File: src/sys_bus_pkg.sv
/*
  system bus types shared by the decoder and its slaves
  one access in flight, the master holds addr and wdata until ack
  byte select is carried but no slave looks at it
*/
`default_nettype none

package sys_bus_pkg;

  // request from the bus master
  typedef struct packed {
    logic [31:0] addr;   // byte address
    logic [31:0] wdata;  // write data
    logic [3:0]  sel;    // byte select
    logic        wen;    // write enable pulse
    logic        ren;    // read enable pulse
  } sys_req_t;

  // response back to the master
  typedef struct packed {
    logic [31:0] rdata;  // valid with ack
    logic        err;    // unmapped offset
    logic        ack;
  } sys_rsp_t;

  ////////////////////////////////////////
  // region map
  ////////////////////////////////////////
  localparam int unsigned SYS_REGIONS = 8;
  localparam int unsigned REGION_MSB  = 22;
  localparam int unsigned REGION_LSB  = 20;

  typedef logic [REGION_MSB-REGION_LSB:0] region_t;
  typedef logic [REGION_LSB-1:0]          offset_t;  // address inside a region

  localparam region_t HK_REGION     = 3'd0;
  localparam region_t ROUTER_REGION = 3'd3;

  // housekeeping offsets
  localparam offset_t HK_ID_ADDR   = 'h00;
  localparam offset_t HK_LOOP_ADDR = 'h04;
  localparam offset_t HK_LED_ADDR  = 'h08;

  // router offsets, channel b sits 0x10 above channel a
  localparam offset_t RT_CFG_A_ADDR    = 'h00;
  localparam offset_t RT_STATIC_A_ADDR = 'h04;
  localparam offset_t RT_OFFSET_A_ADDR = 'h08;
  localparam offset_t RT_CFG_B_ADDR    = 'h10;
  localparam offset_t RT_STATIC_B_ADDR = 'h14;
  localparam offset_t RT_OFFSET_B_ADDR = 'h18;

endpackage

`default_nettype wire

File: src/analog_pkg.sv
/*
  sample and converter code types for the analog path
  converter codes are unsigned with negative slope, samples are two's complement
  only the upper 14 bits of the converter are used
*/
`default_nettype none

package analog_pkg;

  localparam int unsigned ADC_BITS = 14;

  typedef logic signed [ADC_BITS-1:0] sample_t;    // two's complement sample
  typedef logic        [ADC_BITS-1:0] adc_code_t;  // raw converter code

  // both channels side by side
  typedef struct packed {
    sample_t a;
    sample_t b;
  } sample_pair_t;

  typedef struct packed {
    adc_code_t a;
    adc_code_t b;
  } code_pair_t;

  // full scale limits
  localparam sample_t SAMPLE_MAX = sample_t'(8191);
  localparam sample_t SAMPLE_MIN = sample_t'(-8192);

endpackage

`default_nettype wire

File: src/sys_bus_decoder.sv
/*
  splits the system bus into 8 regions on addr[22:20]
  fully combinational, so slave timing passes straight through
  unused regions ack at once with zero data
*/
`timescale 1ns/1ns
`default_nettype none

module sys_bus_decoder
  import sys_bus_pkg::*;
(
  input  wire sys_req_t sys_req_i,  // from bus master
  input  wire sys_rsp_t hk_rsp_i,   // housekeeping slave
  input  wire sys_rsp_t rt_rsp_i,   // router slave
  output sys_rsp_t      sys_rsp_o,
  output sys_req_t      hk_req_o,
  output sys_req_t      rt_req_o
);

  region_t                region;
  logic [SYS_REGIONS-1:0] cs;  // one hot chip select

  assign region = sys_req_i.addr[REGION_MSB:REGION_LSB];
  assign cs     = {{(SYS_REGIONS-1){1'b0}}, 1'b1} << region;

  ////////////////////////////////////////
  // request fan out
  ////////////////////////////////////////
  always_comb
  begin
    hk_req_o     = sys_req_i;                        // addr and data to all
    hk_req_o.wen = sys_req_i.wen & cs[HK_REGION];    // strobes only to the hit
    hk_req_o.ren = sys_req_i.ren & cs[HK_REGION];
  end

  always_comb
  begin
    rt_req_o     = sys_req_i;
    rt_req_o.wen = sys_req_i.wen & cs[ROUTER_REGION];
    rt_req_o.ren = sys_req_i.ren & cs[ROUTER_REGION];
  end

  ////////////////////////////////////////
  // response mux
  ////////////////////////////////////////
  always_comb
  begin
    // stub answer for empty regions
    sys_rsp_o.rdata = 32'h0;
    sys_rsp_o.err   = 1'b0;
    sys_rsp_o.ack   = 1'b1;
    case (region)
      HK_REGION:     sys_rsp_o = hk_rsp_i;
      ROUTER_REGION: sys_rsp_o = rt_rsp_i;
      default:       ;  // regions 1, 2, 4 to 7 keep the stub
    endcase
  end

endmodule

`default_nettype wire

File: src/housekeeping.sv
/*
  board housekeeping registers in region 0
  id is read only, writes to it are dropped without error
  ack one cycle after the enable, other offsets answer with err
*/
`timescale 1ns/1ns
`default_nettype none

module housekeeping
  import sys_bus_pkg::*;
#(
  parameter logic [31:0] DESIGN_ID = 32'h0
)
(
  input  wire logic     adc_clk,
  input  wire logic     rst_n_i,
  input  wire sys_req_t req_i,
  output sys_rsp_t      rsp_o,
  output logic          digital_loop_o,  // dac samples back into adc path
  output logic [7:0]    led_o
);

  offset_t     offs;
  logic        access;
  logic        hit;      // offset is mapped
  logic [31:0] rd_val;
  logic        ack_q;
  logic        err_q;
  logic [31:0] rdata_q;

  assign offs   = req_i.addr[REGION_LSB-1:0];
  assign access = req_i.wen | req_i.ren;

  // read mux, unused bits stay zero
  always_comb
  begin
    hit    = 1'b1;
    rd_val = 32'h0;
    case (offs)
      HK_ID_ADDR:   rd_val = DESIGN_ID;
      HK_LOOP_ADDR: rd_val = {31'h0, digital_loop_o};
      HK_LED_ADDR:  rd_val = {24'h0, led_o};
      default:      hit    = 1'b0;
    endcase
  end

  always_ff @(posedge adc_clk or negedge rst_n_i)
  begin
    if (!rst_n_i)
    begin
      ack_q          <= 1'b0;
      err_q          <= 1'b0;
      digital_loop_o <= 1'b0;  // loopback off
      led_o          <= 8'h0;
    end
    else
    begin
      ack_q <= access;  // single cycle ack
      err_q <= access & ~hit;
      if (req_i.wen)
      begin
        if (offs == HK_LOOP_ADDR) digital_loop_o <= req_i.wdata[0];
        if (offs == HK_LED_ADDR)  led_o          <= req_i.wdata[7:0];
      end
    end
  end

  always_ff @(posedge adc_clk)
    rdata_q <= req_i.ren ? rd_val : 32'h0;  // zero on writes

  assign rsp_o.rdata = rdata_q;
  assign rsp_o.err   = err_q;
  assign rsp_o.ack   = ack_q;

endmodule

`default_nettype wire

File: src/analog_io.sv
/*
  adc input register, loopback mux and dac output register
  converter codes are negative slope, msb kept and the rest inverted
  one cycle on the adc side, one cycle on the dac side
*/
`timescale 1ns/1ns
`default_nettype none

module analog_io
  import analog_pkg::*;
(
  input  wire logic         adc_clk,
  input  wire logic         rst_n_i,
  input  wire code_pair_t   adc_code_i,      // raw adc pins
  input  wire logic         digital_loop_i,  // from housekeeping
  input  wire sample_pair_t dac_i,           // router output
  output sample_pair_t      adc_o,           // samples to the router
  output code_pair_t        dac_code_o       // dac pins
);

  // dac code for a zero sample
  localparam adc_code_t CODE_ZERO = {1'b0, {(ADC_BITS-1){1'b1}}};

  code_pair_t   adc_raw_q;
  sample_pair_t adc_conv;

  // negative slope code to two's complement
  function automatic sample_t code_to_sample(adc_code_t code);
    return sample_t'({code[ADC_BITS-1], ~code[ADC_BITS-2:0]});
  endfunction

  // and back again, same bit flip
  function automatic adc_code_t sample_to_code(sample_t smp);
    return {smp[ADC_BITS-1], ~smp[ADC_BITS-2:0]};
  endfunction

  ////////////////////////////////////////
  // adc side
  ////////////////////////////////////////
  always_ff @(posedge adc_clk)
    adc_raw_q <= adc_code_i;  // io register

  assign adc_conv.a = code_to_sample(adc_raw_q.a);
  assign adc_conv.b = code_to_sample(adc_raw_q.b);

  // loopback replaces the adc samples with what goes to the dac
  assign adc_o = digital_loop_i ? dac_i : adc_conv;

  ////////////////////////////////////////
  // dac side
  ////////////////////////////////////////
  always_ff @(posedge adc_clk or negedge rst_n_i)
  begin
    if (!rst_n_i)
    begin
      dac_code_o.a <= CODE_ZERO;  // mid scale
      dac_code_o.b <= CODE_ZERO;
    end
    else
    begin
      dac_code_o.a <= sample_to_code(dac_i.a);
      dac_code_o.b <= sample_to_code(dac_i.b);
    end
  end

endmodule

`default_nettype wire

File: src/signal_router.sv
/*
  two channel signal router in region 3
  per channel source is adc or a static value, plus an offset
  sum is saturated to the 14 bit range and registered once
*/
`timescale 1ns/1ns
`default_nettype none

module signal_router
  import sys_bus_pkg::*;
  import analog_pkg::*;
(
  input  wire logic         adc_clk,
  input  wire logic         rst_n_i,
  input  wire sys_req_t     req_i,
  input  wire sample_pair_t adc_i,  // adc side samples
  output sys_rsp_t          rsp_o,
  output sample_pair_t      dac_o   // to the dac register
);

  // one channel worth of settings
  typedef struct packed {
    logic    src_static;  // 1 selects static value
    sample_t static_val;
    sample_t offset;
  } ch_cfg_t;

  ch_cfg_t     cfg_a_q;
  ch_cfg_t     cfg_b_q;
  offset_t     offs;
  logic        access;
  logic        hit;
  logic [31:0] rd_val;
  logic        ack_q;
  logic        err_q;
  logic [31:0] rdata_q;

  // sign extend to bus width
  function automatic logic [31:0] sext(sample_t smp);
    return {{(32-ADC_BITS){smp[ADC_BITS-1]}}, smp};
  endfunction

  // add at one extra bit then clamp
  function automatic sample_t sat_add(sample_t x, sample_t k);
    logic signed [ADC_BITS:0] sum;
    sample_t                  res;
    sum = x + k;
    if (sum > SAMPLE_MAX)
      res = SAMPLE_MAX;
    else if (sum < SAMPLE_MIN)
      res = SAMPLE_MIN;
    else
      res = sample_t'(sum);
    return res;
  endfunction

  function automatic sample_t route(ch_cfg_t cfg, sample_t adc);
    return sat_add(cfg.src_static ? cfg.static_val : adc, cfg.offset);
  endfunction

  ////////////////////////////////////////
  // bus registers
  ////////////////////////////////////////
  assign offs   = req_i.addr[REGION_LSB-1:0];
  assign access = req_i.wen | req_i.ren;

  always_comb
  begin
    hit    = 1'b1;
    rd_val = 32'h0;
    case (offs)
      RT_CFG_A_ADDR:    rd_val = {31'h0, cfg_a_q.src_static};
      RT_STATIC_A_ADDR: rd_val = sext(cfg_a_q.static_val);
      RT_OFFSET_A_ADDR: rd_val = sext(cfg_a_q.offset);
      RT_CFG_B_ADDR:    rd_val = {31'h0, cfg_b_q.src_static};
      RT_STATIC_B_ADDR: rd_val = sext(cfg_b_q.static_val);
      RT_OFFSET_B_ADDR: rd_val = sext(cfg_b_q.offset);
      default:          hit    = 1'b0;  // answered with err
    endcase
  end

  always_ff @(posedge adc_clk or negedge rst_n_i)
  begin
    if (!rst_n_i)
    begin
      ack_q   <= 1'b0;
      err_q   <= 1'b0;
      cfg_a_q <= '0;  // adc source, zero static and offset
      cfg_b_q <= '0;
    end
    else
    begin
      ack_q <= access;
      err_q <= access & ~hit;
      if (req_i.wen)
      begin
        case (offs)
          RT_CFG_A_ADDR:    cfg_a_q.src_static <= req_i.wdata[0];
          RT_STATIC_A_ADDR: cfg_a_q.static_val <= sample_t'(req_i.wdata[ADC_BITS-1:0]);
          RT_OFFSET_A_ADDR: cfg_a_q.offset     <= sample_t'(req_i.wdata[ADC_BITS-1:0]);
          RT_CFG_B_ADDR:    cfg_b_q.src_static <= req_i.wdata[0];
          RT_STATIC_B_ADDR: cfg_b_q.static_val <= sample_t'(req_i.wdata[ADC_BITS-1:0]);
          RT_OFFSET_B_ADDR: cfg_b_q.offset     <= sample_t'(req_i.wdata[ADC_BITS-1:0]);
          default:          ;  // unmapped, nothing stored
        endcase
      end
    end
  end

  always_ff @(posedge adc_clk)
    rdata_q <= req_i.ren ? rd_val : 32'h0;

  assign rsp_o.rdata = rdata_q;
  assign rsp_o.err   = err_q;
  assign rsp_o.ack   = ack_q;

  ////////////////////////////////////////
  // sample path
  ////////////////////////////////////////
  always_ff @(posedge adc_clk or negedge rst_n_i)
  begin
    if (!rst_n_i)
      dac_o <= '0;  // zero output out of reset
    else
    begin
      dac_o.a <= route(cfg_a_q, adc_i.a);
      dac_o.b <= route(cfg_b_q, adc_i.b);
    end
  end

endmodule

`default_nettype wire

File: src/rp_top.sv
/*
  top level of the analog path and control bus, single clock adc_clk
  the bus master sits outside and drives sys_req_i directly
  adc pin to dac pin latency is 3 cycles
*/
`timescale 1ns/1ns
`default_nettype none

module rp_top
  import sys_bus_pkg::*;
  import analog_pkg::*;
#(
  parameter logic [31:0] DESIGN_ID = 32'h5250_0001  // read back from hk id
)
(
  input  wire logic      adc_clk,
  input  wire logic      rst_n_i,
  input  wire sys_req_t  sys_req_i,
  output sys_rsp_t       sys_rsp_o,
  input  wire adc_code_t adc_dat_a_i,  // adc ch1
  input  wire adc_code_t adc_dat_b_i,  // adc ch2
  output adc_code_t      dac_dat_a_o,  // dac ch1
  output adc_code_t      dac_dat_b_o,  // dac ch2
  output logic [7:0]     led_o
);

  sys_req_t     hk_req;
  sys_req_t     rt_req;
  sys_rsp_t     hk_rsp;
  sys_rsp_t     rt_rsp;
  logic         digital_loop;
  sample_pair_t adc_smp;    // adc side into router
  sample_pair_t dac_smp;    // router out to dac side
  code_pair_t   adc_codes;
  code_pair_t   dac_codes;

  // pins to and from channel pairs
  assign adc_codes.a = adc_dat_a_i;
  assign adc_codes.b = adc_dat_b_i;
  assign dac_dat_a_o = dac_codes.a;
  assign dac_dat_b_o = dac_codes.b;

  sys_bus_decoder i_dec (
    .sys_req_i (sys_req_i),
    .hk_rsp_i  (hk_rsp),
    .rt_rsp_i  (rt_rsp),
    .sys_rsp_o (sys_rsp_o),
    .hk_req_o  (hk_req),
    .rt_req_o  (rt_req)
  );

  housekeeping #(.DESIGN_ID(DESIGN_ID)) i_hk (
    .adc_clk        (adc_clk),
    .rst_n_i        (rst_n_i),
    .req_i          (hk_req),
    .rsp_o          (hk_rsp),
    .digital_loop_o (digital_loop),
    .led_o          (led_o)
  );

  signal_router i_router (
    .adc_clk (adc_clk),
    .rst_n_i (rst_n_i),
    .req_i   (rt_req),
    .adc_i   (adc_smp),
    .rsp_o   (rt_rsp),
    .dac_o   (dac_smp)
  );

  analog_io i_analog (
    .adc_clk        (adc_clk),
    .rst_n_i        (rst_n_i),
    .adc_code_i     (adc_codes),
    .digital_loop_i (digital_loop),
    .dac_i          (dac_smp),
    .adc_o          (adc_smp),
    .dac_code_o     (dac_codes)
  );

endmodule

`default_nettype wire

File: config.mk
export PLATFORM = sky130hd
export DESIGN_NAME = rp_top
export DESIGN_NICKNAME = d
export VERILOG_FILES = /design/src/sys_bus_pkg.sv /design/src/analog_pkg.sv /design/src/sys_bus_decoder.sv /design/src/housekeeping.sv /design/src/analog_io.sv /design/src/signal_router.sv /design/src/rp_top.sv
export SDC_FILE = /design/constraint.sdc
export NUM_CORES = 1
export LEC_CHECK = 0
export BUFFER_PORTS_ARGS = -buffer_cell sky130_fd_sc_hd__buf_2
export CELL_PAD_IN_SITES_DETAIL_PLACEMENT = 1
export CELL_PAD_IN_SITES_GLOBAL_PLACEMENT = 2
export CORE_ASPECT_RATIO = 2
export CORE_UTILIZATION = 40
export DETAILED_ROUTE_END_ITERATION = 8
export GPL_ROUTABILITY_DRIVEN = 0
export PLACE_DENSITY_LB_ADDON = 0.08
export SETUP_SLACK_MARGIN = 0.4
export SLEW_MARGIN = 15
export SYNTH_ARGS = -nofsm -noshare
export SYNTH_HDL_FRONTEND = slang
export SYNTH_HIERARCHICAL = 1
export SYNTH_SLANG_ARGS = --single-unit
File: constraint.sdc
create_clock -name adc_clk -period 4.8 [get_ports adc_clk]
set_input_delay 0.48 -clock adc_clk [delete_from_list [all_inputs] [get_ports adc_clk]]
set_output_delay 0.48 -clock adc_clk [all_outputs]
set_load 0.1 [all_outputs]
==> reports/metrics.csv <==
stage,metric,value,unit
placement,port_buffers,138,
power,finalPower,3.301,mW
floorplan,die_x,112.3,um
critical_path,crit_required,5130,ps
critical_path,critical_path_class,reg -> reg,
min_path,hold_class,in -> async,
timing,timing.fmax,266.0,MHz
floorplan,core_area,23820,um^2
critical_path,cp-start-kind,register,
cells_and_area,diodes,0,
cells_and_area,drive_gt1_share,34.69,%
power,powerDensity,316.9,nW/um^2
job,maxCapViolations,0,
route,antenna_left,0,
power,netSwitchingFraction,26.89,%
power,power.share.sequential,47.4,%
synthesis,syn_avg_cell_area,10.88,um^2
cells_and_area,seq_area,4232,um^2
route,vias_per_cell,5.358,
power,switchingPower,887.6,uW
floorplan,start_util,40.82,%
timing,finalClockSkew,6.360,ps
power,vdd_drop_max,0.2353,mV
critical_path,path_max_fanout,34,
clock_network,hold_buffers,0,
timing,setup_violations,0,
run_status,violations,DRC,
clock_network,cts.sinks,178,
run_status,outcome,"complete, but fails checks",
route,drc,11,
timing,drv_slew,0,
route,wl_per_cell,19.69,um
floorplan,dieArea,24980,um^2
critical_path,crit_arrival,4090,ps
grt,grt_pass1_vias,7157,
cells_and_area,synthToLayoutAreaGrowth,7.101,%
timing,hold_viol_final,0,
route,num_vias,6558,
clock_network,clkTransAtPathRegs,70,ps
route,drt_iter0_drc,290,
critical_path,cp-end-kind,register,
synthesis,ys_warn_count,6,
timing,worst_slew_margin_rel,43.13,%
grt,gr-usage-all-layers,20.62,%
synthesis,synthCells,894,
floorplan,num_rows,80,
power,leakagePower,4.896,nW
floorplan,ios,170,
cells_and_area,fillerInstances,2660,
grt,grt_max_degree,70,
power,pwr-share-clk,40.8,%
timing,tightest_slew,853.1,ps
clock_network,postCtsSetupBuffers,0,
clock_network,cts_resized,0,
route,wl,24.11,mm
clock_network,cts_root_buf,clkbuf_16,
power,combPwrFrac,11.8,%
grt,grt_pass1_wl,38.97,mm
clock_network,cts_tree,yes,
timing,period_share,78.33,%
floorplan,fp.dieH,222.5,um
timing,rsz0062_at_grt,no,
grt,antenna_found_initial,0,
synthesis,synth_area,9726,um^2
timing,tns,0,ps
cells_and_area,multiInputGateArea,4335,um^2
power,intPower,2.413,mW
cells_and_area,finalNetCount,1054,
placement,hpwlAfterDp,18.77,mm
route,dr.pass1.iters,7,
clock_network,cts_made_buffers,17,
timing,fin_crit,3760,ps
clock_network,htreeDepth,4,
clock_network,clk_path_buf_depth,2,
clock_network,clk_latency,430,ps
grt,globalRouteOverflowTotal,0,
[sequential cells by signal (all words and copies together), names as in the netlist]
signal / flops
i_analog/adc_conv: 2
i_analog/adc_raw_q: 26
i_analog/dac_code_o: 28
i_hk/ack_q: 1
i_hk/digital_loop_o: 1
i_hk/err_q: 1
i_hk/led_o: 8
i_hk/rdata_q: 9
i_router/ack_q: 1
i_router/cfg_a_q: 29
i_router/cfg_b_q: 29
i_router/dac_o: 28
i_router/err_q: 1
i_router/rdata_q: 14
[worst max-delay path, cell delays in order (launching register included)]
cell and delay [ps]:
dfrtp_1 380, buf_12 230, mux2i_1 260, mux2_2 190
ha_1 170, inv_1 60, fa_1 400, nor2b_1 170
o2111ai_1 170, a21oi_1 260, o31ai_1 110, a31oi_1 620
nand3_1 410, o21ai_0 220
[routing by layer]
metal / vias to the layer above / part of all wire [%] / routed length [um] / global-route usage [%]
li1: 3095 / - / - / -
met1: 3315 / 35 / 8360 / 20.28
met2: 123 / 61 / 14660 / 42.40
met3: 25 / 2.5 / 613 / 3.246
met4: 0 / 2.0 / 473 / 6.538
met5: - / 0 / 0 / 0
[cells in the final DEF, fill, tap and decap left out, drive strengths merged, types with 22 or more instances in the layout]
cell / count
nor2: 34
clkbuf: 23
mux2: 107
dfxtp: 51
buf: 144
ha: 28
a21oi: 57
or3b: 33
dfrtp: 101
nand2: 22
dfstp: 26
inv: 45
o21ai: 31
nand3: 44
mux2i: 27
[power groups by stage]
stage	Sequential (mW)	Combinational [mW]	Clock [mW]
3_3_place_gp	1.59	0.388	0
4_1_cts	1.57	0.397	1.40
3_5_place_dp	1.59	0.395	0
2_1_floorplan	1.72	0.206	0
6_report	1.56	0.390	1.35
5_1_grt	1.57	0.421	1.45
[final timing paths]
kind,start,to,slack [ps],cells after the start
max,i_hk/digital_loop_o$_DFFE_PN0P_,i_router/dac_o[9]$_DFF_PN0_,1040,13
min,rst_n_i,i_router/dac_o[23]$_DFF_PN0_,150,1
max reg2reg,i_hk/digital_loop_o$_DFFE_PN0P_,i_router/dac_o[9]$_DFF_PN0_,1040,13
min reg2reg,i_router/dac_o[15]$_DFF_PN0_,i_analog/dac_code_o[15]$_DFF_PN1_,370,1
max in group asynchronous,rst_n_i,i_router/cfg_b_q[10]$_DFFE_PN0P_,3660,2
min in group adc_clk,adc_dat_b_i[0],i_analog/adc_raw_q[0]$_DFF_P_,150,1
[final cells by class]
cell class	instances	share of cell area, %
Clock buffer	23	5.009
Clock inverter	9	0.6126
Inverter	41	1.477
Multi-Input combinational cell	542	41.62
Sequential cell	178	40.62
Tap cell	287	3.447
Timing Repair Buffer	144	7.207
[per-stage QoR]
stage / instances / worst slack [ps] / hold WS [ps] / util [%] / cell area [um^2]
after CTS: 1224 / 977.5 / 122.7 / 43.72 / 10420
after global placement: 1192 / 884.2 / 354.9 / 41.27 / 9831
after floorplan: 912 / 1711 / 184.4 / - / 9793
final: 1224 / 1040 / 146.3 / 43.72 / 10420
after detailed placement: 1192 / 1044 / 359.4 / 41.27 / 9831
after global routing: 1224 / 610.6 / 120.1 / 43.72 / 10420
No activity file was read; power rests on OpenSTA's default activity.
